## config.mk

```make
export PLATFORM = sky130hd
export DESIGN_NAME = marble_top
export DESIGN_NICKNAME = d
export VERILOG_FILES = /design/src/design/marble_pkg.sv /design/src/design/mmc_spi_slave.sv /design/src/design/config_regs.sv /design/src/design/tmds_encoder.sv /design/src/design/tmds_test.sv /design/src/design/marble_top.sv
export SDC_FILE = /design/constraint.sdc
export NUM_CORES = 1
export LEC_CHECK = 0
export ABC_AREA = 0
export BUFFER_PORTS_ARGS = -buffer_cell sky130_fd_sc_hd__buf_4
export CAP_MARGIN = 20
export CORE_MARGIN = 3
export CORE_UTILIZATION = 44
export CTS_BUF_LIST = sky130_fd_sc_hd__clkbuf_8
export CTS_CLUSTER_DIAMETER = 200
export DETAILED_ROUTE_END_ITERATION = 10
export SLEW_MARGIN = 20
export SYNTH_ARGS = -nofsm -noshare
export SYNTH_HDL_FRONTEND = slang
export SYNTH_SLANG_ARGS = --single-unit
```

## constraint.sdc

```tcl
create_clock -name clk -period 6.4 [get_ports clk]
set_input_delay 0.32 -clock clk [delete_from_list [all_inputs] [get_ports clk]]
set_output_delay 0.32 -clock clk [all_outputs]
set_load 0.005 [all_outputs]
```

## src/design/marble_pkg.sv

```systemverilog
// =========================================================
// Shared register map, SPI frame layout and TMDS symbols for
// the board test build, used by scoped names
// =========================================================
`default_nettype none

package marble_pkg;

	// Register bank geometry
	localparam int REG_ADDR_W = 4;
	localparam int REG_DATA_W = 16;

	// Register map
	localparam logic [REG_ADDR_W-1:0] REG_ID         = 4'd0;
	localparam logic [REG_ADDR_W-1:0] REG_EXT_CONFIG = 4'd1;
	localparam logic [REG_ADDR_W-1:0] REG_LEDS       = 4'd2;
	localparam logic [REG_ADDR_W-1:0] REG_SCRATCH    = 4'd3;

	// Read-only identification word, "MB" in ASCII
	localparam logic [REG_DATA_W-1:0] BOARD_ID = 16'h4d42;

	// Stored widths and ext_config bit assignments
	localparam int EXT_CONFIG_W     = 4;
	localparam int LEDS_W           = 8;
	localparam int EXT_TMDS_EN_BIT  = 0;
	localparam int EXT_VCXO_OFF_BIT = 1;

	// SPI frame is a command byte then one data word, MSB first
	localparam int FRAME_BITS     = 24;
	localparam int CMD_BITS       = 8;
	localparam int FRAME_READ_BIT = 7;

	typedef logic [9:0] tmds_sym_t;

	// Control symbols indexed by {C1, C0}
	localparam tmds_sym_t [3:0] TMDS_CTRL = {
		10'b1010101011,
		10'b0101010100,
		10'b0010101011,
		10'b1101010100
	};

endpackage

`default_nettype wire

```

## src/design/mmc_spi_slave.sv

```systemverilog
// =========================================================
// SPI slave for the board microcontroller, oversampled in clk
// Turns 24-bit frames into register reads and write commands
// =========================================================
`default_nettype none

module mmc_spi_slave (
	input  logic                              clk,
	input  logic                              reset,
	input  logic                              sclk,
	input  logic                              csb,
	input  logic                              mosi,
	output logic                              miso,
	output logic [marble_pkg::REG_ADDR_W-1:0] rd_addr,
	input  logic [marble_pkg::REG_DATA_W-1:0] rd_data,
	output logic                              wr_valid,
	output logic [marble_pkg::REG_ADDR_W-1:0] wr_addr,
	output logic [marble_pkg::REG_DATA_W-1:0] wr_data,
	input  logic                              wr_ready
);

	localparam int FRAME_W = marble_pkg::FRAME_BITS;
	localparam int DATA_W  = marble_pkg::REG_DATA_W;
	localparam int CNT_W   = $clog2(FRAME_W + 1);
	// Read flag position once the whole frame is in
	localparam int FRAME_RD_POS = FRAME_W - marble_pkg::CMD_BITS + marble_pkg::FRAME_READ_BIT;

	logic sclk_meta, sclk_sync, sclk_prev;
	logic csb_meta, csb_sync, csb_prev;
	logic mosi_meta, mosi_sync;
	logic sclk_rise, sclk_fall, frame_end, wr_load;
	logic [CNT_W-1:0] bit_cnt;
	logic [FRAME_W-1:0] shift_in;
	logic cmd_load;
	logic [DATA_W-1:0] rd_shift;
	logic miso_bit;

	// Two flop synchronizers, plus one more stage for edge detect
	always_ff @(posedge clk) begin
		if (reset) begin
			{sclk_meta, sclk_sync, sclk_prev} <= 3'b000;
			{csb_meta, csb_sync, csb_prev} <= 3'b111;
			{mosi_meta, mosi_sync} <= 2'b00;
		end else begin
			{sclk_meta, sclk_sync, sclk_prev} <= {sclk, sclk_meta, sclk_sync};
			{csb_meta, csb_sync, csb_prev} <= {csb, csb_meta, csb_sync};
			{mosi_meta, mosi_sync} <= {mosi, mosi_meta};
		end
	end

	assign sclk_rise = sclk_sync & ~sclk_prev & ~csb_sync;
	assign sclk_fall = ~sclk_sync & sclk_prev & ~csb_sync;
	assign frame_end = csb_sync & ~csb_prev;

	// Bit counter saturates so overlong frames never look complete
	always_ff @(posedge clk) begin
		if (reset || csb_sync) begin
			bit_cnt <= '0;
		end else if (sclk_rise && bit_cnt != '1) begin
			bit_cnt <= bit_cnt + 1'b1;
		end
	end

	always_ff @(posedge clk) begin
		if (sclk_rise) begin
			shift_in <= {shift_in[FRAME_W-2:0], mosi_sync};
		end
	end

	// Command byte sits in the low bits right after the 8th bit
	assign rd_addr = shift_in[marble_pkg::REG_ADDR_W-1:0];

	always_ff @(posedge clk) begin
		if (reset) begin
			cmd_load <= 1'b0;
		end else begin
			cmd_load <= sclk_rise && bit_cnt == CNT_W'(marble_pkg::CMD_BITS - 1);
		end
	end

	// Read data leaves on falling edges, ready for the next rising edge
	always_ff @(posedge clk) begin
		if (reset || csb_sync) begin
			rd_shift <= '0;
			miso_bit <= 1'b0;
		end else if (cmd_load) begin
			rd_shift <= shift_in[marble_pkg::FRAME_READ_BIT] ? rd_data : '0;
		end else if (sclk_fall) begin
			miso_bit <= rd_shift[DATA_W-1];
			rd_shift <= {rd_shift[DATA_W-2:0], 1'b0};
		end
	end

	assign miso = miso_bit & ~csb;

	// Only a complete write frame produces a command
	assign wr_load = frame_end && bit_cnt == CNT_W'(FRAME_W) && !shift_in[FRAME_RD_POS]
		&& (!wr_valid || wr_ready);

	always_ff @(posedge clk) begin
		if (reset) begin
			wr_valid <= 1'b0;
		end else if (wr_load) begin
			wr_valid <= 1'b1;
		end else if (wr_ready) begin
			wr_valid <= 1'b0;
		end
	end

	always_ff @(posedge clk) begin
		if (wr_load) begin
			wr_addr <= shift_in[DATA_W +: marble_pkg::REG_ADDR_W];
			wr_data <= shift_in[DATA_W-1:0];
		end
	end

endmodule

`default_nettype wire

```

## src/design/config_regs.sv

```systemverilog
// =========================================================
// Register bank behind the SPI slave, with a combinational
// read port and a valid/ready write command port
// =========================================================
`default_nettype none

module config_regs (
	input  logic                                clk,
	input  logic                                reset,
	input  logic [marble_pkg::REG_ADDR_W-1:0]   rd_addr,
	output logic [marble_pkg::REG_DATA_W-1:0]   rd_data,
	input  logic                                wr_valid,
	input  logic [marble_pkg::REG_ADDR_W-1:0]   wr_addr,
	input  logic [marble_pkg::REG_DATA_W-1:0]   wr_data,
	output logic                                wr_ready,
	output logic [marble_pkg::EXT_CONFIG_W-1:0] ext_config,
	output logic [marble_pkg::LEDS_W-1:0]       leds
);

	localparam int DATA_W = marble_pkg::REG_DATA_W;
	localparam int EXT_W  = marble_pkg::EXT_CONFIG_W;
	localparam int LEDS_W = marble_pkg::LEDS_W;

	logic [DATA_W-1:0] scratch;
	logic wr_fire;

	assign wr_fire = wr_valid && wr_ready;

	// Ready drops only while in reset
	always_ff @(posedge clk) begin
		if (reset) begin
			wr_ready <= 1'b0;
		end else begin
			wr_ready <= 1'b1;
		end
	end

	// REG_ID and unmapped addresses fall through to default
	always_ff @(posedge clk) begin
		if (reset) begin
			ext_config <= '0;
			leds <= '0;
			scratch <= '0;
		end else if (wr_fire) begin
			case (wr_addr)
				marble_pkg::REG_EXT_CONFIG: ext_config <= wr_data[EXT_W-1:0];
				marble_pkg::REG_LEDS:       leds <= wr_data[LEDS_W-1:0];
				marble_pkg::REG_SCRATCH:    scratch <= wr_data;
				default: ;
			endcase
		end
	end

	always_comb begin
		case (rd_addr)
			marble_pkg::REG_ID:         rd_data = marble_pkg::BOARD_ID;
			marble_pkg::REG_EXT_CONFIG: rd_data = DATA_W'(ext_config);
			marble_pkg::REG_LEDS:       rd_data = DATA_W'(leds);
			marble_pkg::REG_SCRATCH:    rd_data = scratch;
			default:                    rd_data = '0;
		endcase
	end

endmodule

`default_nettype wire

```

## src/design/tmds_encoder.sv

```systemverilog
// =========================================================
// DVI TMDS 8b/10b encoder with running disparity, one clk of
// latency from de/data/ctrl to the registered symbol
// =========================================================
`default_nettype none

module tmds_encoder (
	input  logic                  clk,
	input  logic                  reset,
	input  logic                  de,
	input  logic [7:0]            data,
	input  logic [1:0]            ctrl,
	output marble_pkg::tmds_sym_t sym
);

	logic [3:0] data_ones;
	logic use_xnor;
	logic [8:0] q_m;
	logic [3:0] q_m_ones;
	// Ones minus zeros of q_m[7:0]
	logic signed [5:0] balance;
	logic signed [5:0] disparity;
	logic signed [5:0] disparity_next;
	marble_pkg::tmds_sym_t sym_next;

	function automatic logic [3:0] count_ones(input logic [7:0] v);
		logic [3:0] n;
		n = '0;
		for (int i = 0; i < 8; i++) begin
			n = n + 4'(v[i]);
		end
		return n;
	endfunction

	// Stage one picks the chain with fewer transitions
	always_comb begin
		data_ones = count_ones(data);
		use_xnor = (data_ones > 4'd4) || (data_ones == 4'd4 && !data[0]);
		q_m[0] = data[0];
		for (int i = 1; i < 8; i++) begin
			q_m[i] = use_xnor ? (q_m[i-1] ~^ data[i]) : (q_m[i-1] ^ data[i]);
		end
		q_m[8] = ~use_xnor;
	end

	// Stage two steers the running disparity back toward zero
	always_comb begin
		q_m_ones = count_ones(q_m[7:0]);
		balance = $signed({1'b0, q_m_ones, 1'b0}) - 6'sd8;
		if (disparity == 0 || balance == 0) begin
			sym_next = {~q_m[8], q_m[8], q_m[8] ? q_m[7:0] : ~q_m[7:0]};
			disparity_next = q_m[8] ? disparity + balance : disparity - balance;
		end else if ((disparity > 0 && balance > 0) || (disparity < 0 && balance < 0)) begin
			sym_next = {1'b1, q_m[8], ~q_m[7:0]};
			disparity_next = disparity - balance + (q_m[8] ? 6'sd2 : 6'sd0);
		end else begin
			sym_next = {1'b0, q_m[8], q_m[7:0]};
			disparity_next = disparity + balance - (q_m[8] ? 6'sd0 : 6'sd2);
		end
	end

	// Blanking sends a control symbol and restarts the balance
	always_ff @(posedge clk) begin
		if (reset) begin
			sym <= marble_pkg::TMDS_CTRL[0];
			disparity <= '0;
		end else if (!de) begin
			sym <= marble_pkg::TMDS_CTRL[ctrl];
			disparity <= '0;
		end else begin
			sym <= sym_next;
			disparity <= disparity_next;
		end
	end

endmodule

`default_nettype wire

```

## src/design/tmds_test.sv

```systemverilog
// =========================================================
// Video timing and colour test pattern driving three TMDS
// data channels, held in blanking while not enabled
// =========================================================
`default_nettype none

module tmds_test #(
	parameter int H_ACTIVE     = 640,
	parameter int H_TOTAL      = 800,
	parameter int V_ACTIVE     = 480,
	parameter int V_TOTAL      = 525,
	parameter int H_SYNC_START = 656,
	parameter int H_SYNC_LEN   = 96,
	parameter int V_SYNC_START = 490,
	parameter int V_SYNC_LEN   = 2
) (
	input  logic                  clk,
	input  logic                  reset,
	input  logic                  enable,
	output marble_pkg::tmds_sym_t tmds_sym0,
	output marble_pkg::tmds_sym_t tmds_sym1,
	output marble_pkg::tmds_sym_t tmds_sym2
);

	localparam int X_W = $clog2(H_TOTAL);
	localparam int Y_W = $clog2(V_TOTAL);

	logic [X_W-1:0] x;
	logic [Y_W-1:0] y;
	logic active, hsync, vsync;
	logic de_r, hsync_r, vsync_r;
	logic [7:0] red_r, green_r, blue_r;

	assign active = (x < H_ACTIVE) && (y < V_ACTIVE);
	assign hsync = (x >= H_SYNC_START) && (x < H_SYNC_START + H_SYNC_LEN);
	assign vsync = (y >= V_SYNC_START) && (y < V_SYNC_START + V_SYNC_LEN);

	always_ff @(posedge clk) begin
		if (reset || !enable) begin
			x <= '0;
			y <= '0;
			{de_r, hsync_r, vsync_r} <= 3'b000;
		end else begin
			if (x == H_TOTAL - 1) begin
				x <= '0;
				y <= (y == V_TOTAL - 1) ? '0 : y + 1'b1;
			end else begin
				x <= x + 1'b1;
			end
			{de_r, hsync_r, vsync_r} <= {active, hsync, vsync};
		end
	end

	// Pixel registered alongside de and sync
	always_ff @(posedge clk) begin
		red_r <= 8'(x);
		green_r <= 8'(y);
		blue_r <= 8'(x) ^ 8'(y);
	end

	// Sync travels on the blue channel only
	tmds_encoder enc_blue (.clk(clk), .reset(reset), .de(de_r), .data(blue_r),
		.ctrl({vsync_r, hsync_r}), .sym(tmds_sym0));
	tmds_encoder enc_green (.clk(clk), .reset(reset), .de(de_r), .data(green_r),
		.ctrl(2'b00), .sym(tmds_sym1));
	tmds_encoder enc_red (.clk(clk), .reset(reset), .de(de_r), .data(red_r),
		.ctrl(2'b00), .sym(tmds_sym2));

endmodule

`default_nettype wire

```

## src/design/marble_top.sv

```systemverilog
// =========================================================
// Portable core of the board test build: SPI register access,
// LED and VCXO control, and the TMDS test pattern
// =========================================================
`default_nettype none

module marble_top #(
	parameter int H_ACTIVE     = 16,
	parameter int H_TOTAL      = 24,
	parameter int V_ACTIVE     = 6,
	parameter int V_TOTAL      = 9,
	parameter int H_SYNC_START = 18,
	parameter int H_SYNC_LEN   = 3,
	parameter int V_SYNC_START = 7,
	parameter int V_SYNC_LEN   = 1
) (
	input  logic                          clk,
	input  logic                          reset,
	input  logic                          sclk,
	input  logic                          csb,
	input  logic                          mosi,
	output logic                          miso,
	output marble_pkg::tmds_sym_t         tmds_sym0,
	output marble_pkg::tmds_sym_t         tmds_sym1,
	output marble_pkg::tmds_sym_t         tmds_sym2,
	output logic [marble_pkg::LEDS_W-1:0] leds,
	output logic                          vcxo_en
);

	logic [marble_pkg::REG_ADDR_W-1:0] rd_addr;
	logic [marble_pkg::REG_DATA_W-1:0] rd_data;
	logic wr_valid;
	logic wr_ready;
	logic [marble_pkg::REG_ADDR_W-1:0] wr_addr;
	logic [marble_pkg::REG_DATA_W-1:0] wr_data;
	logic [marble_pkg::EXT_CONFIG_W-1:0] ext_config;
	logic tmds_enable;

	assign tmds_enable = ext_config[marble_pkg::EXT_TMDS_EN_BIT];
	// Host may turn off the 20 MHz VCXO
	assign vcxo_en = ~ext_config[marble_pkg::EXT_VCXO_OFF_BIT];

	mmc_spi_slave spi (.clk(clk), .reset(reset), .sclk(sclk), .csb(csb), .mosi(mosi),
		.miso(miso), .rd_addr(rd_addr), .rd_data(rd_data), .wr_valid(wr_valid),
		.wr_addr(wr_addr), .wr_data(wr_data), .wr_ready(wr_ready));

	config_regs regs (.clk(clk), .reset(reset), .rd_addr(rd_addr), .rd_data(rd_data),
		.wr_valid(wr_valid), .wr_addr(wr_addr), .wr_data(wr_data), .wr_ready(wr_ready),
		.ext_config(ext_config), .leds(leds));

	tmds_test #(
		.H_ACTIVE(H_ACTIVE), .H_TOTAL(H_TOTAL), .V_ACTIVE(V_ACTIVE), .V_TOTAL(V_TOTAL),
		.H_SYNC_START(H_SYNC_START), .H_SYNC_LEN(H_SYNC_LEN),
		.V_SYNC_START(V_SYNC_START), .V_SYNC_LEN(V_SYNC_LEN)
	) tmds (.clk(clk), .reset(reset), .enable(tmds_enable),
		.tmds_sym0(tmds_sym0), .tmds_sym1(tmds_sym1), .tmds_sym2(tmds_sym2));

endmodule

`default_nettype wire

```

==> flow_summary.toml <==
[floorplan]
io_pins = 45
row_count = 51
initial_utilization_pct = 45.1
die_area_um2 = 21900
core_area_um2 = 19700
die_w_um = 148
die_h_um = 148

[sta]
fmax_mhz = 174
fin_crit_ns = 5.76
timing.setup.tns_ns = 0
rsz0062_at_grt = "false"
slew_headroom_pct = 35.2
tightest_slew_ns = 0.970
finalSetupViolCount = 0
clock_skew_ns = 0.0186
slew_violations = 0
period_share_pct = 90.0
hold_violations = 0

[routing]
drtIter0Drc = 230
dr.pass1.iters = 6
avgRoutedWirePerCell_um = 14.1
via_count = 6010
vias_per_cell = 5.03
drc = 0
drtAntennaViolNets = 0
wirelength_mm = 16.8

[clock_network]
cts_resized = 0
cts_sinks = 174
cts_tree = "done"
clkLatencyLatePin_ns = 0.46
cts_buffers = 17
hold_buffers = 0
clkTransAtPathRegs_ns = 0.10
htreeDepth = 4
clockBufferDepth = 2
cts_setup_buffers = 0
clock-root-buffer = "clkbuf_8"

[power_and_ir_drop]
leakage_nw = 4.21
ir_drop_mv = 0.118
power_density_nw_per_um2 = 197
power_frac_comb_pct = 0.7
intPower_w = 0.00147
p_clk_share_pct = 41.7
p_sw_w = 0.000483
pwr-share-seq_pct = 57.6
p_total_w = 0.00196
p_sw_share_pct = 24.7

[yosys]
syn_inst = 878
synth_area_leaders = "dfxtp_1 (29%), edfxtp_1 (15%), ha_1 (11%)"
synth_ff_type = "dfxtp_1"
post-synth-top-count-cell = "dfxtp_1"
synth_edf_count = 44
syn_avg_cell_area_um2 = 10.1
async_flop_share_pct = 0
netlist_area_um2 = 8870
yosysSeqAreaShare_pct = 44.2
synth_common_cells = "dfxtp_1 (130), nor2_1 (92), ha_1 (77)"
yosysTopAreaCellShare_pct = 29.3
synth-seq-cells = 174
yosys_warnings = 0
yosysTopAreaCell = "dfxtp_1"
postSynthNetCount = 975
synth_cell_type_count = 60

[setup_path]
startpoint_type = "flop"
arrival_ns = 6.11
crit_path_end_kind = "flop"
crit_required_ns = 6.75
crit_path_max_fanout = 7
crit_type = "flop to flop"

[grt]
grt_overflow_total = 0
grt_start_max_net_pins = 42
grt_pass1_wl_mm = 28.6
grt.total_usage_pct = 16.0
grt_pass1_vias = 5807
antenna_found_initial = 0

[run_status]
status = "finished, final reports clean"

[finish]
fin_nets = 1014
area_growth_pct = 11.9
num_antenna_cells = 0
drive_gt1_share_pct = 12.0

[worst_hold_path]
hold_class = "input pin to flop"

[place]
place_hpwl_mm = 12.1
gp_congestion = 0.810
port_buffers = 44

[flow_run]
drv_cap = 0
-- sequential cells by signal, summed over array words and instances (netlist names), 5 cells and up --
register / cells
spi.bit_cnt: 5
tmds.enc_blue.sym: 10
tmds.enc_red.sym: 10
tmds.enc_red.disparity: 5
tmds.enc_green.disparity: 5
tmds.enc_blue.disparity: 5
tmds.x: 5
tmds.red_r: 5
spi.rd_shift: 16
spi.shift_in: 24
regs.scratch: 16
spi.wr_data: 16
regs.leds: 8
tmds.enc_green.sym: 9
-- cell families after synthesis --
| family | Yosys count | share of synthesized area (%) |
|---|---|---|
| flops | 174 | 44.2 |
| buf+inv | 82 | 3.58 |
| fa+ha+maj | 92 | 14.2 |
| xor+xnor | 89 | 8.78 |
| simple gates | 258 | 13.6 |
| mux | 43 | 4.98 |
| compound gates | 140 | 10.6 |
-- cell type report --
cell class | instances | area (µm²)
sequential | 174 | 3920
timing repair buffer | 54 | 405
clock inverter | 15 | 213
inverter | 48 | 180
tap | 265 | 332
fill | 1895 | 9720
clock buffer | 17 | 234
multi-input combinational | 622 | 4640
-- power by group through the flow --
stage / registers, W / clock network, W / logic (W)
2_1_floorplan: 0.00115 / 0 / 0.00000832
3_3_place_gp: 0.00115 / 0 / 0.0000129
3_5_place_dp: 0.00115 / 0 / 0.0000131
4_1_cts: 0.00113 / 0.000845 / 0.0000131
5_1_grt: 0.00113 / 0.000882 / 0.0000144
6_report: 0.00113 / 0.000815 / 0.0000130
-- per-layer routing --
layer | GRT usage, % | vias to the layer above | wire length, µm
met3 | 2.88 | 17 | 517
met2 | 25.1 | 70 | 7570
met5 | 0 | - | 0
met1 | 22.9 | 2832 | 8530
met4 | 4.25 | 0 | 182
li1 | - | 3091 | -
-- path summary, 6_finish.rpt --
| path | startpoint | end | slack, ns | cells after the start |
|---|---|---|---|---|
| worst max-delay path | tmds.blue_r[0] | tmds.enc_blue.disparity[4] | 0.64 | 18 |
| worst min-delay path | csb | spi.csb_meta | 0.06 | 2 |
| worst max register to register | tmds.blue_r[0] | tmds.enc_blue.disparity[4] | 0.64 | 18 |
| worst min register to register | tmds.x[4] | tmds.red_r[4] | 0.42 | 0 |
-- layout by cell type, fill, tap and decap left out, drive strengths merged, types with 34 or more instances in the layout --
cell type | Yosys | layout
a21oi | 50 | 50
nor2 | 93 | 93
edfxtp | 44 | 44
buf | 6 | 54
nand2 | 75 | 75
mux2i | 34 | 34
xor2 | 35 | 35
ha | 77 | 77
dfxtp | 130 | 130
inv | 46 | 52
xnor2 | 54 | 54
-- worst max-delay path: stages, from the launching register on --
cell and delay, ns:
dfxtp_1 0.47, fa_1 0.47, fa_1 0.43, ha_1 0.29
o31ai_2 0.28, xnor2_1 0.19, ha_1 0.28, nor2_1 0.15
a21oi_1 0.06, ha_1 0.32, fa_1 0.44, xor2_1 0.27
ha_1 0.31, ha_1 0.38, or4_1 0.55, and2_1 0.20
xnor2_1 0.12, mux2_2 0.26, o211a_1 0.21
-- metrics by stage --
| step | utilization, % | cells | hold slack (ns) | cell area (µm²) | worst slack [ns] |
|---|---|---|---|---|---|
| after floorplan | - | 878 | 0.329 | 8870 | 0.365 |
| after global placement | 48.2 | 1163 | 0.395 | 9480 | 0.741 |
| after detailed placement | 48.2 | 1163 | 0.395 | 9480 | 0.633 |
| after CTS | 50.5 | 1195 | 0.0208 | 9920 | 0.609 |
| after global routing | 50.5 | 1195 | 0.0218 | 9930 | 0.283 |
| final | 50.5 | 1195 | 0.0552 | 9930 | 0.639 |
Note: power is estimated with default switching activity, not from simulation.
